## src/ft_link_consts.svh

```systemverilog
// Timing marks, framing symbols and sizes of the FIFO byte pipe
// Included by every module that needs a cycle mark or a symbol
`ifndef FT_LINK_CONSTS_SVH
`define FT_LINK_CONSTS_SVH

// Read cycle marks, counted from cycle start
`define FT_RD_END 25
`define FT_RD_SAMPLE 9
`define FT_RD_STROBE_START 2
`define FT_RD_STROBE_STOP 12

// Write cycle marks, OE window encloses the WR pulse
`define FT_WR_END 25
`define FT_WR_STROBE_START 5
`define FT_WR_STROBE_STOP 15
`define FT_WR_OE_START 2
`define FT_WR_OE_STOP 22

// Packet framing
`define HEADER_SYMBOL 8'h55
`define HEADER_COUNT 12
`define TRAILER_SYMBOL 8'hAA
`define TRAILER_COUNT 8
`define ERROR_SYMBOL 8'hEE
`define MIN_PACKET_LENGTH 12

// Payload store, 2048 bytes
`define RAM_WORDS 1024

`endif

```

## src/ft_link_pkg.sv

```systemverilog
// Shared types of the FIFO byte pipe
// Referenced by scoped names from the modules

package ft_link_pkg;

	// One FIFO byte
	typedef logic [7:0] byte_t;
	// Length, service type or RAM word
	typedef logic [15:0] word_t;
	// Payload word index
	typedef logic [9:0] ram_addr_t;
	// Position inside a read or write cycle
	typedef logic [4:0] cycle_cnt_t;

	// Reply sequencer states
	typedef enum logic [1:0] {
		TX_IDLE,
		TX_WAIT_RAM,
		TX_SEND
	} tx_state_t;

endpackage

```

## src/ft_write_port.sv

```systemverilog
// Write side of the FT245R-style FIFO
// Holds one requested byte until transmit-ready is low, then runs a
// timed OE and WR window and reports tx_done at the end
`timescale 1ns/100ps
`include "ft_link_consts.svh"

module ft_write_port (
	input  logic               clk,
	input  logic               rst_n,
	input  logic               ft_txe_n,
	input  ft_link_pkg::byte_t tx_byte,
	input  logic               tx_start,
	output ft_link_pkg::byte_t ft_data_out,
	output logic               ft_wr,
	output logic               ft_oe,
	output logic               tx_done,
	output logic               wr_active
);

	logic [1:0] txe_sync;
	logic pending;
	ft_link_pkg::cycle_cnt_t wr_cnt;

	// ========================================
	// Back-pressure and cycle timing
	// ========================================
	always_ff @(posedge clk) begin
		if (!rst_n) begin
			txe_sync <= 2'b11;
			pending <= 1'b0;
			wr_active <= 1'b0;
			wr_cnt <= '0;
			ft_wr <= 1'b0;
			ft_oe <= 1'b0;
			tx_done <= 1'b0;
		end else begin
			txe_sync <= {txe_sync[0], ft_txe_n};
			tx_done <= 1'b0;
			if (tx_start)
				pending <= 1'b1;
			if (!wr_active) begin
				wr_cnt <= '0;
				// Chip full holds the byte here
				if (pending && !txe_sync[1]) begin
					wr_active <= 1'b1;
					pending <= 1'b0;
				end
			end else begin
				wr_cnt <= wr_cnt + 1'b1;
				if (wr_cnt == `FT_WR_OE_START)
					ft_oe <= 1'b1;
				if (wr_cnt == `FT_WR_OE_STOP)
					ft_oe <= 1'b0;
				if (wr_cnt == `FT_WR_STROBE_START)
					ft_wr <= 1'b1;
				if (wr_cnt == `FT_WR_STROBE_STOP)
					ft_wr <= 1'b0;
				if (wr_cnt == `FT_WR_END) begin
					wr_active <= 1'b0;
					wr_cnt <= '0;
					tx_done <= 1'b1;
				end
			end
		end
	end

	// Byte bus loaded with the request
	always_ff @(posedge clk) begin
		if (tx_start)
			ft_data_out <= tx_byte;
	end

	// Strobe nested in the output-enable window
	assert property (@(posedge clk) disable iff (!rst_n) ft_wr |-> ft_oe)
		else $error("write strobe outside the output enable window");

	// Sequencer waits for the previous byte to finish
	assert property (@(posedge clk) disable iff (!rst_n) tx_start |-> !wr_active && !pending)
		else $error("byte request during an active write cycle");

endmodule

```

## config.mk

```make
export PLATFORM = sky130hd
export DESIGN_NAME = ft_write_port
export DESIGN_NICKNAME = d
export VERILOG_FILES = /design/src/ft_link_pkg.sv /design/src/ft_write_port.sv
export VERILOG_INCLUDE_DIRS = /design/src
export SDC_FILE = /design/constraint.sdc
export NUM_CORES = 1
export LEC_CHECK = 0
export BUFFER_PORTS_ARGS = -buffer_cell sky130_fd_sc_hd__clkbuf_2
export CAP_MARGIN = 20
export CORE_MARGIN = 4
export CORE_UTILIZATION = 40
export CTS_CLUSTER_DIAMETER = 40
export DETAILED_ROUTE_END_ITERATION = 10
export PLACE_DENSITY = 0.7
export SLEW_MARGIN = 20
export SYNTH_ARGS = -nofsm -noshare
export SYNTH_HDL_FRONTEND = slang
export SYNTH_SLANG_ARGS = --single-unit
```

## constraint.sdc

```tcl
create_clock -name clk -period 1.55 [get_ports clk]
set_input_delay 0.2325 -clock clk [delete_from_list [all_inputs] [get_ports clk]]
set_output_delay 0.2325 -clock clk [all_outputs]
set_load 0.02 [all_outputs]
```

After elaboration in Yosys (flattened, before gate mapping)
Cells that the tools add are included.

cells by class
  add/subtract/negate cells = 1
  eq/ne operators = 5
  mux-type cells = 11
  bitwise operators = 2
  reductions and logical operators = 8

operator list
  cell                                                                   count
  1-bit 2-to-1 mux                                                       11
  5-bit equality test, second input constant                             2
  2-bit AND reduction                                                    3
  5-bit by 1-bit adder with 5-bit output, second input constant          1
  5-bit by 2-bit equality test with 1-bit output, second input constant  1
  5-bit by 3-bit equality test with 1-bit output, second input constant  1
  5-bit by 4-bit equality test with 1-bit output, second input constant  1
  2-bit nonzero test                                                     2
  3-bit OR reduction                                                     1
  1-bit inverter                                                         2
  1-bit logical AND                                                      1
  1-bit logical NOT                                                      1

word-level totals
  bits in registers = 20
  input bits = 12
  output and inout bits = 12
  word-level logic and storage cells = 35

Depth between registers and ports, before layout
  depth in word-level cells = 4
  depth in mapped cells = 6
  depth with buffers taken out = 6

Worst setup path before layout
OpenSTA, ideal clock, no wires.

  kind = register to register
  start point = reg wr_cnt[0]
  end point = reg wr_cnt[4]
  setup time = 67 ps
  data arrival time = 1052 ps
  data required time = 1483 ps
  path slack = 431 ps
  stages on the path, launching flop included = 5
  buffers on the path = 0
  clock period less this slack = 1119 ps
  path through = dfxtp_1 -> ha_1 -> and3_1 -> ha_1 -> nor2_1

between the ends
  longest elaborated chain between the ends = 2
  elaborated cells on any way between the ends = 3
  classes of those cells = add/sub: 1; eq/ne: 1; reduce/logical: 1

ends and longest elaborated chain
  element                                                                         line                 text
  from (decl)                                                                     ft_write_port.sv:22  ft_link_pkg::cycle_cnt_t wr_cnt;
  from (signal assigned)                                                          ft_write_port.sv:49  wr_cnt <= wr_cnt + 1'b1;
  branches (longest 2 deep; another with 5-bit by 1-bit adder with 5-bit output)  --

Several ways; the timed one is not identified.
A chain may end at the register's enable or synchronous reset.

Worst setup path in the final report
  start point = reg wr_active
  end point = out wr_active

RTL lines
  element                 line                 text
  from (decl)             ft_write_port.sv:17  output logic wr_active
  from (signal assigned)  ft_write_port.sv:31  wr_active <= 1'b0;
  from (signal assigned)  ft_write_port.sv:45  wr_active <= 1'b1;
  from (signal assigned)  ft_write_port.sv:59  wr_active <= 1'b0;

No word-level cell between the ends.

==> results.json <==
{
  "outcome": "complete, no violations",
  "wire_per_inst_microns": 10.2,
  "cts-buffers-inserted": 3,
  "cts_buffer_depth": 2,
  "clockRootBuffer": "clkbuf_4",
  "die_area_sq_um": 2540,
  "peakVddDrop_mv": 0.634,
  "synthToLayoutAreaGrowth_pct": 24.0,
  "rr_startpoint": "wr_cnt[0]",
  "drt-initial-drc-count": 2,
  "data_arrival_at_the_endpoint_of_the_critical_path_ps": 970,
  "cp_cell_sequence": "clkbuf_2",
  "final-hold-violation-count": 0,
  "rows": 15,
  "yosysSeqAreaShare": 0.667,
  "sum_of_negative_setup_slack_ps": 0,
  "ctsResizeCount": 0,
  "max_slew.worst_pin.slew_ps": 244,
  "report.final.setup_viol": 0,
  "crit_cells": 1,
  "cell_leakage_power_nw": 0.388,
  "cpMaxStageDelayCell": "dfxtp_1",
  "globalRouteTotalUtil": 0.0962,
  "syn-cell-area_sq_um": 721,
  "worstPathBufferInverterCount": 1,
  "hold_depth": 1,
  "synth.avg_cell_area_sq_um": 12.6,
  "overflow": 0,
  "timing.critical_path.from": "wr_active",
  "synth-warning-count": 0,
  "number_of_nets_still_failing_antenna_checks_after_routing": 0,
  "post-place-ws_ps": 358,
  "synth_cell_types": 19,
  "postSynthNetCount": 73,
  "final_period_minus_worst_setup_slack_ps": 1200,
  "die_width_microns": 50.4,
  "routed-via-count": 473,
  "critPathLaunchType": "flop",
  "netlist_instances": 57,
  "hold_path.class": "in2reg",
  "drv_slew": 0,
  "postCtsHoldBufs": 0,
  "total_wire_length_after_detailed_routing_microns": 1110,
  "async_reset_ff_frac": 0,
  "synth_edf_count": 8,
  "layout.nets": 101,
  "routabilityCongestion": 0.727,
  "worst_clock_skew_ps": 4.47,
  "max-cap-violations": 0,
  "avgViaCountPerCell": 4.34,
  "grt_start_max_net_pins": 12,
  "dp.final_hpwl_microns": 949,
  "placeableCoreArea_sq_um": 1710,
  "postSynthRegisterBits": 20,
  "cts_tree": "yes",
  "wire_length_of_the_first_global_routing_pass_microns": 1810,
  "initial_core_utilization": 0.422,
  "drive_gt1_frac": 0.321,
  "die-height_microns": 50.4,
  "buffer_ports.inserted": 23,
  "crit_path_max_fanout": 8,
  "n_antenna_cell": 0,
  "antenna_found_initial": 0,
  "worst_setup_path_end_kind": "output port",
  "detailedRoute.firstPassIterationCount": 3,
  "ios": 24,
  "fmax_mhz": 832,
  "postCtsSetupRepairBufs": 0,
  "holdWs_ps": 115,
  "critical_path.top_delay_family": "flip-flops",
  "synth_ff_type": "dfxtp_1",
  "rsz0062_at_grt": "no",
  "grt_pass1_vias": 434,
  "reg2reg_depth": 5,
  "min-delay-start": "tx_byte[7]",
  "critical_path.max_stage_delay_ps": 470,
  "clock_transition_at_the_registers_of_the_reported_paths_ps": 100,
  "layout_worst_path_cycle_share": 0.776,
  "worstSkewPairLatency_ps": 280,
  "layout_setup_ws_ps": 348,
  "critPathRequiredTime_ps": 1320,
  "drc": 0,
  "cts_num_sinks": 20,
  "htree_num_levels": 1,
  "powerDensity_nw_per_um2": 1000,
  "crit_type": "reg2out",
  "relSlewSlack": 0.837
}
==> state kept, by name, summed over array words and instances (netlist names) <==
name	cells
ft_wr	1
ft_oe	1
pending	1
wr_cnt	5
txe_sync	2
wr_active	1
tx_done	1
ft_data_out	8
==> routing by layer <==
metal / share of wire / up-vias / GRT usage
met5: 0 / - / 0
li1: - / 251 / -
met2: 0.57 / 7 / 0.167
met1: 0.39 / 213 / 0.110
met4: 0.0063 / 0 / 0.0404
met3: 0.034 / 2 / 0.0267
==> cell usage after synthesis, types with 2 or more instances <==
| cell | instances | area (sq um) |
|---|---|---|
| nand2b_1 | 2 | 12.5 |
| nand2_1 | 6 | 22.5 |
| inv_1 | 3 | 11.3 |
| nand4b_1 | 2 | 17.5 |
| nor2_1 | 8 | 30.0 |
| dfxtp_1 | 12 | 240 |
| nand3_1 | 2 | 10.0 |
| ha_1 | 4 | 50.1 |
| edfxtp_1 | 8 | 240 |
==> final timing paths <==
kind	slack (ps)	to
worst max register to register	350	ft_oe
worst min register to register	420	txe_sync[1]
worst min-delay path	120	ft_data_out[7]
worst max-delay path	350	wr_active
==> cells in the final DEF (no fill, tap or decap), drive strengths merged, types with 2 or more instances in the layout <==
| cell | synthesis | layout |
|---|---|---|
| nand2 | 6 | 6 |
| dfxtp | 12 | 12 |
| inv | 3 | 3 |
| nand2b | 2 | 2 |
| edfxtp | 8 | 8 |
| clkbuf | 0 | 27 |
| nor2 | 8 | 8 |
| ha | 4 | 4 |
| nand4b | 2 | 2 |
| nand3 | 3 | 3 |
==> through the flow <==
step                 util  std cells  instance area [sq um]  power [mW]
finish              0.523        109                    893       0.893
global route        0.523        109                    893       0.938
CTS                 0.523        109                    893       0.911
detailed placement  0.508        105                    867       0.671
global placement    0.508        105                    867       0.667
floorplan               -         57                    721       0.631
==> where the power goes <==
part	internal, mW	leakage, nW	total [mW]	switching (mW)
Combinational	0.0284	0.197	0.0742	0.0458
Sequential	0.573	0.176	0.583	0.00964
Clock	0.0997	0.0150	0.236	0.137
==> final cells by class <==
class / count / area, sq um
fill: 153 / 815
sequential: 20 / 480
multi-input combinational: 34 / 229
timing repair buffer: 23 / 115
tap: 25 / 31.3
clock buffer: 4 / 26.3
inverter: 3 / 11.3
==> cell families after synthesis <==
kind of cell / count (synthesis) / share of synthesized area
and+or+nand+nor: 24 / 0.182
DFF: 20 / 0.667
AOI/OAI and AO/OA: 4 / 0.0417
adders and majority gates: 4 / 0.0694
buffers and inverters: 3 / 0.0156
xor gates and xnor gates: 2 / 0.0243
(Power assumes the default switching activity.)
