===== src/ft_link_consts.svh =====
// Timing marks, framing symbols and sizes of the FIFO byte pipe
// Included by every module that needs a cycle mark or a symbol
`ifndef FT_LINK_CONSTS_SVH
`define FT_LINK_CONSTS_SVH

// Read cycle marks, counted from cycle start
`define FT_RD_END 25
`define FT_RD_SAMPLE 9
`define FT_RD_STROBE_START 2
`define FT_RD_STROBE_STOP 12

// Write cycle marks, OE window encloses the WR pulse
`define FT_WR_END 25
`define FT_WR_STROBE_START 5
`define FT_WR_STROBE_STOP 15
`define FT_WR_OE_START 2
`define FT_WR_OE_STOP 22

// Packet framing
`define HEADER_SYMBOL 8'h55
`define HEADER_COUNT 12
`define TRAILER_SYMBOL 8'hAA
`define TRAILER_COUNT 8
`define ERROR_SYMBOL 8'hEE
`define MIN_PACKET_LENGTH 12

// Payload store, 2048 bytes
`define RAM_WORDS 1024

`endif


===== src/ft_link_pkg.sv =====
// Shared types of the FIFO byte pipe
// Referenced by scoped names from the modules

package ft_link_pkg;

	// One FIFO byte
	typedef logic [7:0] byte_t;
	// Length, service type or RAM word
	typedef logic [15:0] word_t;
	// Payload word index
	typedef logic [9:0] ram_addr_t;
	// Position inside a read or write cycle
	typedef logic [4:0] cycle_cnt_t;

	// Reply sequencer states
	typedef enum logic [1:0] {
		TX_IDLE,
		TX_WAIT_RAM,
		TX_SEND
	} tx_state_t;

endpackage


===== src/ft_read_port.sv =====
// Read side of the FT245R-style FIFO
// Each falling edge of the receive-ready line gives one timed read cycle
// and one rx_valid pulse with the sampled byte
`timescale 1ns/100ps
`include "ft_link_consts.svh"

module ft_read_port (
	input  logic               clk,
	input  logic               rst_n,
	input  logic               ft_rxf_n,
	input  ft_link_pkg::byte_t ft_data_in,
	output logic               ft_rd_n,
	output ft_link_pkg::byte_t rx_byte,
	output logic               rx_valid,
	output logic               rd_active
);

	logic [1:0] rxf_sync;
	logic rxf_last;
	logic rxf_fall;
	logic rd_pending;
	logic rd_strobe;
	ft_link_pkg::cycle_cnt_t rd_cnt;

	// Falling edge of the synchronized ready line
	assign rxf_fall = rxf_last & ~rxf_sync[1];
	assign ft_rd_n = ~rd_strobe;

	// ========================================
	// Edge detect and cycle timing
	// ========================================
	always_ff @(posedge clk) begin
		if (!rst_n) begin
			rxf_sync <= 2'b11;
			rxf_last <= 1'b1;
			rd_pending <= 1'b0;
			rd_active <= 1'b0;
			rd_cnt <= '0;
			rd_strobe <= 1'b0;
			rx_valid <= 1'b0;
		end else begin
			rxf_sync <= {rxf_sync[0], ft_rxf_n};
			rxf_last <= rxf_sync[1];
			rx_valid <= 1'b0;
			// Edge during a running cycle waits for its end
			if (rxf_fall)
				rd_pending <= 1'b1;
			if (!rd_active) begin
				rd_cnt <= '0;
				if (rd_pending || rxf_fall) begin
					rd_active <= 1'b1;
					rd_pending <= 1'b0;
				end
			end else begin
				rd_cnt <= rd_cnt + 1'b1;
				if (rd_cnt == `FT_RD_STROBE_START)
					rd_strobe <= 1'b1;
				if (rd_cnt == `FT_RD_STROBE_STOP)
					rd_strobe <= 1'b0;
				// Byte handed on one clock after the sample
				if (rd_cnt == `FT_RD_SAMPLE)
					rx_valid <= 1'b1;
				if (rd_cnt == `FT_RD_END) begin
					rd_active <= 1'b0;
					rd_cnt <= '0;
				end
			end
		end
	end

	// Data bus latch at the sample mark
	always_ff @(posedge clk) begin
		if (rd_active && rd_cnt == `FT_RD_SAMPLE)
			rx_byte <= ft_data_in;
	end

	// Strobe must stay inside its cycle
	assert property (@(posedge clk) disable iff (!rst_n) !ft_rd_n |-> rd_active)
		else $error("read strobe low outside a read cycle");

endmodule


===== config.mk =====
export PLATFORM = sky130hd
export DESIGN_NAME = ft_read_port
export DESIGN_NICKNAME = d
export VERILOG_FILES = /design/src/ft_link_pkg.sv /design/src/ft_read_port.sv
export VERILOG_INCLUDE_DIRS = /design/src
export SDC_FILE = /design/constraint.sdc
export NUM_CORES = 1
export LEC_CHECK = 0
export ABC_AREA = 1
export BUFFER_PORTS_ARGS = -buffer_cell sky130_fd_sc_hd__buf_2
export CELL_PAD_IN_SITES_DETAIL_PLACEMENT = 0
export CELL_PAD_IN_SITES_GLOBAL_PLACEMENT = 1
export CORE_MARGIN = 2
export CORE_UTILIZATION = 33
export DETAILED_ROUTE_END_ITERATION = 8
export HOLD_SLACK_MARGIN = 0.02
export PLACE_DENSITY_LB_ADDON = 0.1
export SYNTH_ARGS = -nofsm -noshare
export SYNTH_HDL_FRONTEND = slang
export SYNTH_SLANG_ARGS = --single-unit

===== constraint.sdc =====
create_clock -name clk -period 1.3 [get_ports clk]
set_input_delay 0.065 -clock clk [delete_from_list [all_inputs] [get_ports clk]]
set_output_delay 0.065 -clock clk [all_outputs]
set_load 0.05 [all_outputs]

# Yosys cells after proc, flatten, opt, wreduce, memory -nomap -nowiden

Index checks and enable logic that the tools add are counted.

Output and inout port bits: 11
Logic and storage cells: 33
Bits of input ports: 11
Register bits: 20

Equal/unequal tests: 4
Reduce and logical (&&, ||, !) cells: 6
Add/sub/neg operators: 1
Bitwise gates (word level): 5
Multiplexer cells: 9

Operators with widths:

| operator                                                        | number |
|---|---|
| 5-bit by 4-bit == test with 1-bit output, second input constant | 2 |
| 1-bit two-way mux                                               | 9 |
| 5-bit by 1-bit adder with 5-bit output, second input constant   | 1 |
| 5-bit by 2-bit == test with 1-bit output, second input constant | 1 |
| 5-bit == test, second input constant                            | 1 |
| 1-bit inverter                                                  | 4 |
| 2-bit AND reduction                                             | 2 |
| 3-bit OR reduction                                              | 1 |
| 2-bit nonzero test                                              | 1 |
| 1-bit AND                                                       | 1 |
| 1-bit logical AND                                               | 1 |
| 1-bit logical OR                                                | 1 |

# Depth between registers and ports, before layout

Depth in word-level cells: 5
Mapped depth: 7
Gate-level depth less buffers: 7

# Worst setup path before layout

OpenSTA, ideal clock, no wires.

Kind: register to register
Start point: register rd_active
End point: register rx_byte[0] (enable)
Clock period less this slack: 1.599 ns
Buffers on the path: 0
Library setup time: 0.370 ns
Path slack: -0.299 ns
Data required time: 0.930 ns
Stages on the path, launching flop included: 3
Arrival: 1.229 ns
Path through: dfxtp_1 -> nand2_1 -> nor2_1

Cells in the longest elaborated chain, start to end: 1

Ends and longest elaborated chain:

| element                            | RTL line           | source |
|---|---|---|
| start, declared                    | ft_read_port.sv:15 | `output logic rd_active` |
| start signal, assigned             | ft_read_port.sv:37 | `rd_active <= 1'b0;` |
| start signal, assigned             | ft_read_port.sv:51 | `rd_active <= 1'b1;` |
| start signal, assigned             | ft_read_port.sv:64 | `rd_active <= 1'b0;` |
| 1-bit logical AND (no source line) | --                 |  |
| end signal, assigned               | ft_read_port.sv:74 | `rx_byte <= ft_data_in;` |
| end, declared                      | ft_read_port.sv:13 | `output ft_link_pkg::byte_t rx_byte,` |

Every way passes these cells.
A chain may end at the register's enable or synchronous reset.

# Worst setup path after layout

Start point: register rd_cnt[1]
End point: register rx_byte[5] (enable)

Cells in the longest elaborated chain, start to end: 2

Ends and longest elaborated chain:

| element                                                   | RTL line           | source |
|---|---|---|
| start, declared                                           | ft_read_port.sv:23 | `ft_link_pkg::cycle_cnt_t rd_cnt;` |
| start signal, assigned                                    | ft_read_port.sv:55 | `rd_cnt <= rd_cnt + 1'b1;` |
| 5-bit by 4-bit == test with 1-bit output (no source line) | --                 |  |
| 1-bit logical AND (no source line)                        | --                 |  |

Every way passes these cells.

==> flow_metrics.tcl <==
set metrics [dict create \
    most_numerous_cell_in_the_yosys_netlist "sky130_fd_sc_hd__dfxtp_1" \
    synth-warning-count 0 \
    setup.worst_path.start_class "flop" \
    crit_path_end_kind "flop" \
    worst-slew-pin-transition_ns 0.2545 \
    synthCells 66 \
    grt_setup_unrepaired "false" \
    report.final.hold_viol_count 0 \
    clkTransAtPathRegs_ns 0.11 \
    syn-num-nets 81 \
    fraction_of_registers_with_async_set_reset_pct 0 \
    cts_root_buffer "sky130_fd_sc_hd__clkbuf_4" \
    synth_seq_cells 20 \
    critical_path.max_stage_delay_ns 0.36 \
    drt_drc_violations_left 0 \
    route.antenna.remaining_nets 0 \
    synth_top_cells_by_area "sky130_fd_sc_hd__dfxtp_1, sky130_fd_sc_hd__edfxtp_1, sky130_fd_sc_hd__ha_1" \
    postCtsResizedCells 0 \
    grt_start_max_net_pins 13 \
    cts_hold_repair.buffers 10 \
    slowest_cell_on_the_critical_path "sky130_fd_sc_hd__dfxtp_1" \
    worst_setup_path_startpoint "rd_cnt[1]" \
    total_leakage_power_nw 0.4694 \
    period_needed_ns 1.200 \
    place_hpwl_um 926.4 \
    cts-buffers-inserted 3 \
    io_pins 22 \
    clock_skew_ns 0.002145 \
    area_growth_from_synthesis_to_layout_pct 45.10 \
    clkLatencyLatePin_ns 0.30 \
    post-cts-setup-buffers 0 \
    length_of_the_first_detailed_routing_pass_in_iterations 3 \
    fp.dieW_um 51.38 \
    hp-start "rxf_sync[0]" \
    floorplan.initialDensity_pct 34.14 \
    area_inside_the_core_boundary_sq_mm 0.002170 \
    total_negative_setup_slacks_ns 0 \
    fraction_of_final_layout_cells_sized_beyond_drive_strength_1_pct 33.96 \
    cts_tree "done" \
    yosys.area.top_type_share_pct 32.43 \
    area.sequential_sq_um 481.7 \
    synth.top_cells.by_count "sky130_fd_sc_hd__dfxtp_1, sky130_fd_sc_hd__nor2_1, sky130_fd_sc_hd__inv_1" \
    place.gp.congestion 0.7608 \
    achievable-frequency_mhz 833.6 \
    design.final.nets 122 \
    grt_first_pass_wirelength_um 2063 \
    timing.critical_path.arrival_ns 1.22 \
    worstReg2RegStart "rd_cnt[1]" \
    viasPerCell 4.037 \
    result_of_the_run "finished, final reports clean" \
    floorplan.die_area_sq_mm 0.002639 \
    maxCapViolCount 0 \
    power_density_mw_per_mm2 1152 \
    cts_max_level 1 \
    num_vias 541 \
    timing.setup.critical_path_class "reg2reg" \
    setup_viol_count_final 0 \
    numClockSinks 20 \
    synth-edff-count 8 \
    num_rows 17 \
    route.detailed.wl_per_inst_um 9.448 \
    worstPathRequired_ns 1.32 \
    final.fill_count 223 \
    met3WireLength_um 58 \
    routed_wl_um 1266 \
    synth_top_area_cell "sky130_fd_sc_hd__dfxtp_1" \
    synth-seq-area-share_pct 64.86 \
    drv_slew 0 \
    cts-root-to-sink-buffers 2 \
    synth.distinct_cells 14 \
    area_of_the_multi_input_gates_sq_um 225.2 \
    post-layout-total-power_mw 1.238 \
    top_signal_layer_used "met3" \
    floorplan.die.height_um 51.38 \
    min_path_type "reg2reg" \
    buffer_ports.inserted 21 \
    slew-limit-headroom_pct 83.15 \
    drt_iter0_drc 1 \
    n_antenna_cell 0 \
    finalCritPeriodShare_pct 92.28 \
    number_of_global_route_vias_before_repair 508 \
    initial_antenna_violation_count 0 \
    netlist_area_sq_um 740.7 \
    worstPathMaxFanout 8 \
    globalRouteTotalUtil_pct 10.87 \
    peakVddDrop_v 0.0008687 \
    globalRouteOverflowTotal 0 \
    met2_wirelength_um 642 \
    postSynth.topFlopCell "sky130_fd_sc_hd__dfxtp_1" \
    postSynthAreaPerCell_sq_um 11.22 \
    wirelength_met1_um 564 \
    crit_path_cell_trace "inv_1 -> ha_1 -> nand3_2 -> nor2_2 -> buf_4" \
]
[metrics by stage]
| stage | util, % | hold slack, ns | setup slack (ns) | cells | area [sq um] |
|---|---|---|---|---|---|
| 3_5_place_dp | 42.50 | 0.2431 | 0.1003 | 120 | 922.1 |
| 3_3_place_gp | 42.50 | 0.2416 | 0.1284 | 120 | 922.1 |
| 5_1_grt | 49.54 | 0.4488 | 0.03499 | 134 | 1075 |
| 6_report | 49.54 | 0.4311 | 0.1003 | 134 | 1075 |
| 2_1_floorplan | - | 0.1337 | 0.03335 | 66 | 744.5 |
| 4_1_cts | 49.54 | 0.4361 | 0.08964 | 134 | 1075 |
[report_power, final]
| group | total (mW) | leakage [nW] | internal [mW] | switching (mW) |
|---|---|---|---|---|
| clock network | 0.502 | 0.0279 | 0.311 | 0.191 |
| logic | 0.0731 | 0.272 | 0.0425 | 0.0306 |
| registers | 0.663 | 0.170 | 0.659 | 0.00396 |
[sequential cells by signal, summed over array words and instances (netlist names)]
register,count
rd_active,1
rd_cnt,5
rd_pending,1
rd_strobe,1
rx_byte,8
rx_valid,1
rxf_last,1
rxf_sync,2
[logic make-up after synthesis]
family          Yosys count  synth area share [%]
simple gates             27                 16.22
compound gates            2                 3.548
flops                    20                 64.86
buf+inv                  10                 5.068
fa+ha+maj                 4                 6.757
xor+xnor                  3                 3.548
[worst max-delay path: cells and delay by family, from the launching register on]
kind,cells,cell delay (ns)
buf+inv,2,0.25
fa+ha+maj,1,0.15
flops,1,0.36
simple gates,2,0.17
[layout by cell type (no fill, tap or decap), types with 2 or more instances in the layout]
master                          Yosys  routed
sky130_fd_sc_hd__buf_2              0      21
sky130_fd_sc_hd__buf_4              0       5
sky130_fd_sc_hd__clkbuf_4           0       3
sky130_fd_sc_hd__dfxtp_1           12      11
sky130_fd_sc_hd__dlygate4sd3_1      0      10
sky130_fd_sc_hd__edfxtp_1           8       8
sky130_fd_sc_hd__ha_1               4       4
sky130_fd_sc_hd__inv_1             10      10
sky130_fd_sc_hd__nand2_1            7       7
sky130_fd_sc_hd__nand3_1            5       5
sky130_fd_sc_hd__nor2_1            11      10
sky130_fd_sc_hd__or2_2              2       2
sky130_fd_sc_hd__xor2_1             2       2
[area by class of cell]
| cell class | count | share of cell area [%] |
|---|---|---|
| clock buffers | 3 | 2.095 |
| flip-flops and latches | 20 | 44.82 |
| inverters | 10 | 3.492 |
| well taps | 28 | 3.260 |
| repair buffers | 36 | 22.58 |
| clock inverters | 1 | 2.794 |
| multi-input cells | 36 | 20.95 |
[per-layer routing]
layer / up-vias / track usage, %
met4: 0 / 6.579
met2: 10 / 17.74
met3: 0 / 2.632
li1: 288 / -
met5: - / 0
met1: 243 / 12.80
[worst paths after layout]
check	endpoint	slack (ns)	cells after the start
max	rx_byte[5]	0.10	5
min	rxf_sync[1]	0.43	1
max reg2reg	rx_byte[5]	0.10	5
min reg2reg	rxf_sync[1]	0.43	1
Note: power is estimated with default switching activity, not from simulation.
