<file path="src/ft_link_consts.svh">
// Timing marks, framing symbols and sizes of the FIFO byte pipe
// Included by every module that needs a cycle mark or a symbol
`ifndef FT_LINK_CONSTS_SVH
`define FT_LINK_CONSTS_SVH

// Read cycle marks, counted from cycle start
`define FT_RD_END 25
`define FT_RD_SAMPLE 9
`define FT_RD_STROBE_START 2
`define FT_RD_STROBE_STOP 12

// Write cycle marks, OE window encloses the WR pulse
`define FT_WR_END 25
`define FT_WR_STROBE_START 5
`define FT_WR_STROBE_STOP 15
`define FT_WR_OE_START 2
`define FT_WR_OE_STOP 22

// Packet framing
`define HEADER_SYMBOL 8'h55
`define HEADER_COUNT 12
`define TRAILER_SYMBOL 8'hAA
`define TRAILER_COUNT 8
`define ERROR_SYMBOL 8'hEE
`define MIN_PACKET_LENGTH 12

// Payload store, 2048 bytes
`define RAM_WORDS 1024

`endif

</file>
<file path="src/ft_link_pkg.sv">
// Shared types of the FIFO byte pipe
// Referenced by scoped names from the modules

package ft_link_pkg;

	// One FIFO byte
	typedef logic [7:0] byte_t;
	// Length, service type or RAM word
	typedef logic [15:0] word_t;
	// Payload word index
	typedef logic [9:0] ram_addr_t;
	// Position inside a read or write cycle
	typedef logic [4:0] cycle_cnt_t;

	// Reply sequencer states
	typedef enum logic [1:0] {
		TX_IDLE,
		TX_WAIT_RAM,
		TX_SEND
	} tx_state_t;

endpackage

</file>
<file path="src/packet_receiver.sv">
// Packet receiver of the FIFO byte pipe
// Hunts for the header run, captures length and service type, packs the
// payload into RAM words and closes the packet on the trailer or an error
// Held fields stay stable until the next header, which waits for the reply
`timescale 1ns/100ps
`include "ft_link_consts.svh"

module packet_receiver (
	input  logic                   clk,
	input  logic                   rst_n,
	input  ft_link_pkg::byte_t     rx_byte,
	input  logic                   rx_valid,
	input  logic                   reply_active,
	output logic                   ram_we,
	output ft_link_pkg::ram_addr_t ram_waddr,
	output ft_link_pkg::word_t     ram_wdata,
	output ft_link_pkg::word_t     packet_length,
	output ft_link_pkg::word_t     service_type,
	output logic                   packet_error,
	output logic                   packet_active,
	output logic                   packet_done,
	output logic                   header_recognized,
	output logic                   trailer_recognized
);

	logic [3:0] hdr_cnt;
	logic [3:0] trl_cnt;
	ft_link_pkg::word_t byte_cnt;
	ft_link_pkg::word_t count_next;
	ft_link_pkg::word_t pay_word;
	ft_link_pkg::byte_t lo_byte;
	logic finish;
	logic hunt;
	logic in_body;
	logic pay_byte;
	logic trailer_done;
	logic too_short;
	logic overrun;

	// Header search idles while a packet or its reply is in flight
	assign hunt = !packet_active && !finish && !packet_done && !reply_active;
	// byte_cnt is the index after the header
	assign count_next = byte_cnt + 16'd1;
	assign in_body = byte_cnt >= 16'd4;
	assign pay_byte = in_body && (count_next <= packet_length - `TRAILER_COUNT);
	assign pay_word = (byte_cnt - 16'd4) >> 1;
	assign trailer_done = in_body && (rx_byte == `TRAILER_SYMBOL)
		&& (trl_cnt == `TRAILER_COUNT - 1);
	// Length checked as the service type starts
	assign too_short = (byte_cnt == 16'd2) && (packet_length < `MIN_PACKET_LENGTH);
	assign overrun = in_body && !trailer_done && (count_next > packet_length);

	// ========================================
	// Framing control
	// ========================================
	always_ff @(posedge clk) begin
		if (!rst_n) begin
			hdr_cnt <= '0;
			trl_cnt <= '0;
			byte_cnt <= '0;
			packet_active <= 1'b0;
			packet_error <= 1'b0;
			header_recognized <= 1'b0;
			trailer_recognized <= 1'b0;
			finish <= 1'b0;
			packet_done <= 1'b0;
			ram_we <= 1'b0;
		end else begin
			header_recognized <= 1'b0;
			trailer_recognized <= 1'b0;
			ram_we <= 1'b0;
			finish <= 1'b0;
			packet_done <= finish;
			if (!hunt)
				hdr_cnt <= '0;
			// Header run, any other byte restarts it
			if (rx_valid && hunt) begin
				if (rx_byte != `HEADER_SYMBOL) begin
					hdr_cnt <= '0;
				end else if (hdr_cnt == `HEADER_COUNT - 1) begin
					hdr_cnt <= '0;
					header_recognized <= 1'b1;
					packet_active <= 1'b1;
					packet_error <= 1'b0;
					byte_cnt <= '0;
					trl_cnt <= '0;
				end else begin
					hdr_cnt <= hdr_cnt + 4'd1;
				end
			end
			if (rx_valid && packet_active) begin
				byte_cnt <= count_next;
				// Trailer run only counted past the fields
				if (in_body)
					trl_cnt <= (rx_byte == `TRAILER_SYMBOL) ? trl_cnt + 4'd1 : '0;
				// Odd payload byte completes a word
				if (pay_byte && byte_cnt[0])
					ram_we <= 1'b1;
				if (too_short || overrun || trailer_done) begin
					packet_active <= 1'b0;
					finish <= 1'b1;
					trailer_recognized <= trailer_done;
					packet_error <= too_short || overrun || (count_next != packet_length);
				end
			end
		end
	end

	// Field and payload capture, low byte first
	always_ff @(posedge clk) begin
		if (rx_valid && packet_active) begin
			case (byte_cnt)
				16'd0: packet_length[7:0] <= rx_byte;
				16'd1: packet_length[15:8] <= rx_byte;
				16'd2: service_type[7:0] <= rx_byte;
				16'd3: service_type[15:8] <= rx_byte;
				default: ;
			endcase
			if (pay_byte && !byte_cnt[0])
				lo_byte <= rx_byte;
			if (pay_byte && byte_cnt[0]) begin
				ram_wdata <= {rx_byte, lo_byte};
				ram_waddr <= pay_word[9:0];
			end
		end
	end

	// Payload must fit the RAM, no address wrap
	assert property (@(posedge clk) disable iff (!rst_n)
		(rx_valid && packet_active && pay_byte) |-> (pay_word < `RAM_WORDS))
		else $error("payload word index beyond the RAM");

endmodule

</file>
<file path="config.mk">
export PLATFORM = sky130hd
export DESIGN_NAME = packet_receiver
export DESIGN_NICKNAME = d
export VERILOG_FILES = /design/src/ft_link_pkg.sv /design/src/packet_receiver.sv
export VERILOG_INCLUDE_DIRS = /design/src
export SDC_FILE = /design/constraint.sdc
export NUM_CORES = 1
export LEC_CHECK = 0
export ABC_CLOCK_PERIOD_IN_PS = 8980
export BUFFER_PORTS_ARGS = -buffer_cell sky130_fd_sc_hd__buf_2
export CORE_UTILIZATION = 40
export DETAILED_ROUTE_END_ITERATION = 12
export PLACE_DENSITY_LB_ADDON = 0.05
export RECOVER_POWER = 25
export REMOVE_ABC_BUFFERS = 1
export SLEW_MARGIN = 20
export SYNTH_ARGS = -nofsm -noshare
export SYNTH_HDL_FRONTEND = slang
export SYNTH_SLANG_ARGS = --single-unit
</file>
<file path="constraint.sdc">
create_clock -name clk -period 8.98 [get_ports clk]
set_input_delay 0.449 -clock clk [delete_from_list [all_inputs] [get_ports clk]]
set_output_delay 0.449 -clock clk [all_outputs]
set_load 0.02 [all_outputs]
</file>
# After elaboration in Yosys (flattened, before gate mapping)
# Cells that the tools add are included.
# word_totals
register_bits	97
elab_cells	100
# classes
n_addsub	5
order_cmp	4
eq_ne	10
muxes	27
n_bitwise	2
n_reduce_logical	35
# op_table
cell	count
$mux 16	4
$mux 4	10
$eq 16x2->1 const B	2
$le 16x32->1	1
$sub 16x4->17 const B	1
$add 16x1->16 const B	1
$eq 16x1->1 const B	1
$ge 16x3->1 const B	1
$gt 16x16->1	1
$logic_not 16->1	1
$lt 16x4->1 const B	1
$ne 16x16->1	1
$reduce_and 2->1	7
$logic_and 1x1->1	13
$mux 1	13
$sub 11x3->11 const B	1
$add 4x1->4 const B	2
$eq 8x8->1 const B	1
$ne 8x7->1 const B	1
$logic_not 1->1	6
$reduce_and 3->1	2
$eq 4x3->1 const B	1
$eq 4x4->1 const B	1
$ne 2x1->1 const B	2
other kinds (4)	8

# Logic depth before layout (Yosys ltp)
# logic_depth
word_depth	10
ltp_mapped	14
depth_no_buf	14

# Worst setup path after synthesis
# OpenSTA, ideal clock, no wires.
# synth_path
path_type	reg2reg
from	reg packet_length[3]
to	reg ram_waddr[0] (enable)
t_arrival_ns	4.056
t_required_ns	8.571
path_slack_ns	4.515
path_stages_with_launch	15
cell_sequence	edfxtp_1 inv_1 ha_1 nand2_1 nor4_1 nand2_1 nor4_1 xnor2_1 ha_1 nand3_1 nor4_1 or3b_2 o211ai_1 a21oi_1 nor2_1
# synth_via
elab_chain_cells	5
# synth_rtl
item	line	text
from (decl)	packet_receiver.sv:17	output ft_link_pkg::word_t packet_length,
from (signal assigned)	packet_receiver.sv:113	16'd0: packet_length[7:0] <= rx_byte;
$sub 16x4->17 (no source line)	-	
$le 16x32->1 (no source line)	-	
$logic_and 1x1->1	packet_receiver.sv:45	assign pay_byte = in_body && (count_next <= packet_length - `TRAILER_COUNT);
$logic_and 1x1->1	packet_receiver.sv:121	if (pay_byte && byte_cnt[0]) begin
$reduce_and 2->1 (no source line)	-	
to (signal assigned)	packet_receiver.sv:123	ram_waddr <= pay_word[9:0];
to (decl)	packet_receiver.sv:15	output ft_link_pkg::ram_addr_t ram_waddr,
# No other way between the ends.
# A chain may end at the register's enable or synchronous reset.

# Worst setup path in the final report
# layout_path
from	reg byte_cnt[0]
to	reg ram_wdata[12] (enable)
# layout_via
elab_chain_cells	5
# layout_rtl
item	line	text
from (decl)	packet_receiver.sv:28	ft_link_pkg::word_t byte_cnt;
from (signal assigned)	packet_receiver.sv:92	byte_cnt <= count_next;
$add 16x1->16	packet_receiver.sv:43	assign count_next = byte_cnt + 16'd1;
$le 16x32->1 (no source line)	-	
$logic_and 1x1->1	packet_receiver.sv:45	
$logic_and 1x1->1 (*)	packet_receiver.sv:121	
$reduce_and 2->1 (no source line) (*)	-	
to (signal assigned)	packet_receiver.sv:122	ram_wdata <= {rx_byte, lo_byte};
to (decl)	packet_receiver.sv:16	output ft_link_pkg::word_t ram_wdata,
# Mark *: on every way between the ends. The rest lies on a longest branch, timed or not.

==> run summary <==
Seq/Total Area, Yosys: 53.8%
final WL: 11300 um
gr ovfl total: 0
top-count cell post-synth: edfxtp_1
cell area after layout: 5620 um^2
total placed cells including tap cells: 636
Resized cells post-CTS: 0
H-tree depth: 3
min cycle time layout: 4.43 ns
Synth top cells by count: 66 x edfxtp_1, 40 x ha_1, 31 x dfxtp_1
nets: 556
antenna violations before repair: 0
Clock Sinks: 97
Finish-stage setup viols: 0
ANT nets after route: 0
share of cells above drive strength 1: 17.5%
Top Ports: 76
Netlist cell types: 50
Hold Buf Count CTS: 0
CP Capture Point: ram_wdata[12]$_DFFE_PP_
R2R depth: 13
worst endpoint required time: 9.02 ns
Via density: 5.30
r2r startpoint: byte_cnt[0]$_SDFFE_PN0P_
Worst Setup Start Kind: flop
placed inst area: 5360 um^2
vias: 3457
Hold Path Class: flop to flop
Clk pin slew, worst setup/hold paths: 0.07 ns
Final Cycle Share: 49.3%
Clock Path Buffers: 2
Crit. Startpoint: byte_cnt[0]$_SDFFE_PN0P_
Critical Path Max Stage Delay: 0.54 ns
Yosys reg bits: 97
final cell count without fillers: 652
Tot Pwr: 843 uW
Synth area leader: edfxtp_1
Cells after Synth: 430
Setup TNS Final: 0 ns
sw power: 176 uW
max-slew violation count: 0
violated checks: design-rule violations
RSZ-0062 raised after global routing: false
slowest CP cell: dfxtp_1
footprint of the multi-input gates: 2110 um^2
CTS tree: yes
# fillers: 1100
DR WL/cell: 17.3 um
R2R Path End: ram_wdata[12]$_DFFE_PP_
drt pass-1 iters: 8
CP most frequent cell: nand3_1
part of the power in registers: 56.3%
TritonCTS Buffers: 9
Post-synth EDFFs: 66
max cap viols: 0
Final Hold Vio Count: 0
Buffers on Ports: 75
top_reg_cell synth: edfxtp_1
Min Hold Slack: 0.421 ns
worst skew pair latency: 0.35 ns
post-synth top area share: 40.9%
cell area power density: 150 nW/um^2
status: complete, but fails checks
vias in the first global route: 3388
Starting Density: 41.7%
Critical path buffers and inverters: 1
relative slew slack: 42.6%
Comb pwr share: 1.4%
synthesized area: 4840 um^2
largest delay contributor family on the critical path: simple AND/OR/NAND/NOR gates
Syn. warnings: 0
CTS root buf: clkbuf_16
Slew @ Worst Pin: 0.854 ns
first-pass GRT wire length: 18100 um
ys async rst share: 0%
Clk pwr share: 42.3%
Avg Cell Area, Syn: 11.3 um^2
CP arrival: 4.47 ns
GRT Total Usage: 19.1%
Crit Path Category: flop to flop
internal power: 667 uW
leakage power: 2.25 nW
Area contributors post-synth: edfxtp_1 41%, dfxtp_1 13%, ha_1 10%
die height: 112 um
register area: 2600 um^2
critical-path maximum fanout: 16
Worst Skew: 0.00657 ns
Net Sw Frac: 20.9%
flop2flop setup slack: 4.55 ns
CP Capture Type: flop
Worst path depth: 13
Die ar.: 12500 um^2
area growth from synthesis to layout: 16.2%
Iter 0 DRT Violations: 245
die extent in x: 112 um
peak supply drop: 0.0000874 V
worst path cell trace: ha_1 -> nand3_1 -> nor3_2 -> nand3_1 -> xnor2_1 -> ha_1 -> nand3_1 -> nor4_1 -> or3b_2 -> o211ai_1 -> a21oi_1 -> nor2_2 -> buf_4
DRC: 2
largest net degree at the start of global routing: 37
HPWL Detailed: 8430 um
Diodes inserted: 0
global placer's final weighted congestion: 0.812
post-CTS repair timing setup buffer count: 0
Core ar.: 11600 um^2
FP Rows: 39
Max Clock Freq: 226 MHz
per-stage QoR:
stage / utilization, % / setup slack (ns)
after floorplan: - / 4.52
after detailed placement: 46.1 / 4.41
after CTS: 48.5 / 4.38
final: 48.4 / 4.55
after global routing: 48.4 / 4.14
after global placement: 46.1 / 4.55
state kept, by name, summed over array words and instances (netlist names), 4 cells and up:
| register | flops |
|---|---|
| byte_cnt | 16 |
| packet_length | 16 |
| ram_wdata | 16 |
| service_type | 16 |
| ram_waddr | 10 |
| lo_byte | 8 |
| hdr_cnt | 4 |
| trl_cnt | 4 |
kinds of logic after synthesis:
family | share of synthesized area, %
AND/OR/NAND/NOR | 18.0
multiplexers | 0.207
XOR/XNOR | 5.79
AO/OA/AOI/OAI | 9.10
flip-flops | 53.8
adder cells (fa/ha/maj) | 10.3
buffers and inverters | 2.79
cells in the final DEF, fill, tap and decap left out, types with 3 or more instances in the layout:
cell type,Yosys,layout
buf_2,0,67
edfxtp_1,66,66
ha_1,40,40
dfxtp_1,31,31
nand2_1,29,29
inv_1,23,23
nor2_1,22,21
xnor2_1,21,21
nand3_1,21,21
o21ai_0,16,16
a21oi_1,14,14
and3_1,12,12
and2_1,12,12
xor2_1,11,11
nand4_1,10,10
a21boi_0,10,10
nor3_1,9,9
nor4_1,9,9
clkbuf_16,0,9
clkbuf_1,13,9
nor2b_1,7,7
a21o_1,4,4
o211ai_1,4,4
a211oi_1,3,3
nor3b_1,4,3
or3_1,3,3
power by group through the flow:
| stage | clock network [mW] | registers, mW | logic (mW) |
|---|---|---|---|
| 2_1_floorplan | 0 | 0.485 | 0.00284 |
| 3_3_place_gp | 0 | 0.484 | 0.0129 |
| 3_5_place_dp | 0 | 0.484 | 0.0130 |
| 4_1_cts | 0.365 | 0.474 | 0.0131 |
| 5_1_grt | 0.383 | 0.474 | 0.0134 |
| 6_report | 0.356 | 0.475 | 0.0122 |
routing by layer:
metal	track usage (%)	wire, um	vias up
met4	6.67	100	0
met1	25.4	5300	1653
met3	4.54	492	8
li1	-	-	1733
met2	30.5	5360	63
met5	0	0	-
final cells by class:
class	instances	area share, %
clock inverter	6	0.757
multi-input combinational	297	37.5
inverter	23	1.54
clock buffer	10	4.07
sequential	97	46.3
tap	143	3.18
timing repair buffer	76	6.63
worst min-delay path by stage:
stage	endpoint	startpoint	slack (ns)	depth (start not counted)
finish	ram_wdata[7]$_DFFE_PP_	lo_byte[7]$_DFFE_PP_	0.42	0
global route	ram_wdata[2]$_DFFE_PP_	lo_byte[2]$_DFFE_PP_	0.43	0
CTS	packet_length[1]$_DFFE_PP_	rx_byte[1]	0.39	1
detailed placement	ram_wdata[7]$_DFFE_PP_	lo_byte[7]$_DFFE_PP_	0.41	0
global placement	ram_wdata[6]$_DFFE_PP_	lo_byte[6]$_DFFE_PP_	0.41	0
floorplan	ram_wdata[0]$_DFFE_PP_	lo_byte[0]$_DFFE_PP_	0.40	0
(Power assumes the default switching activity.)
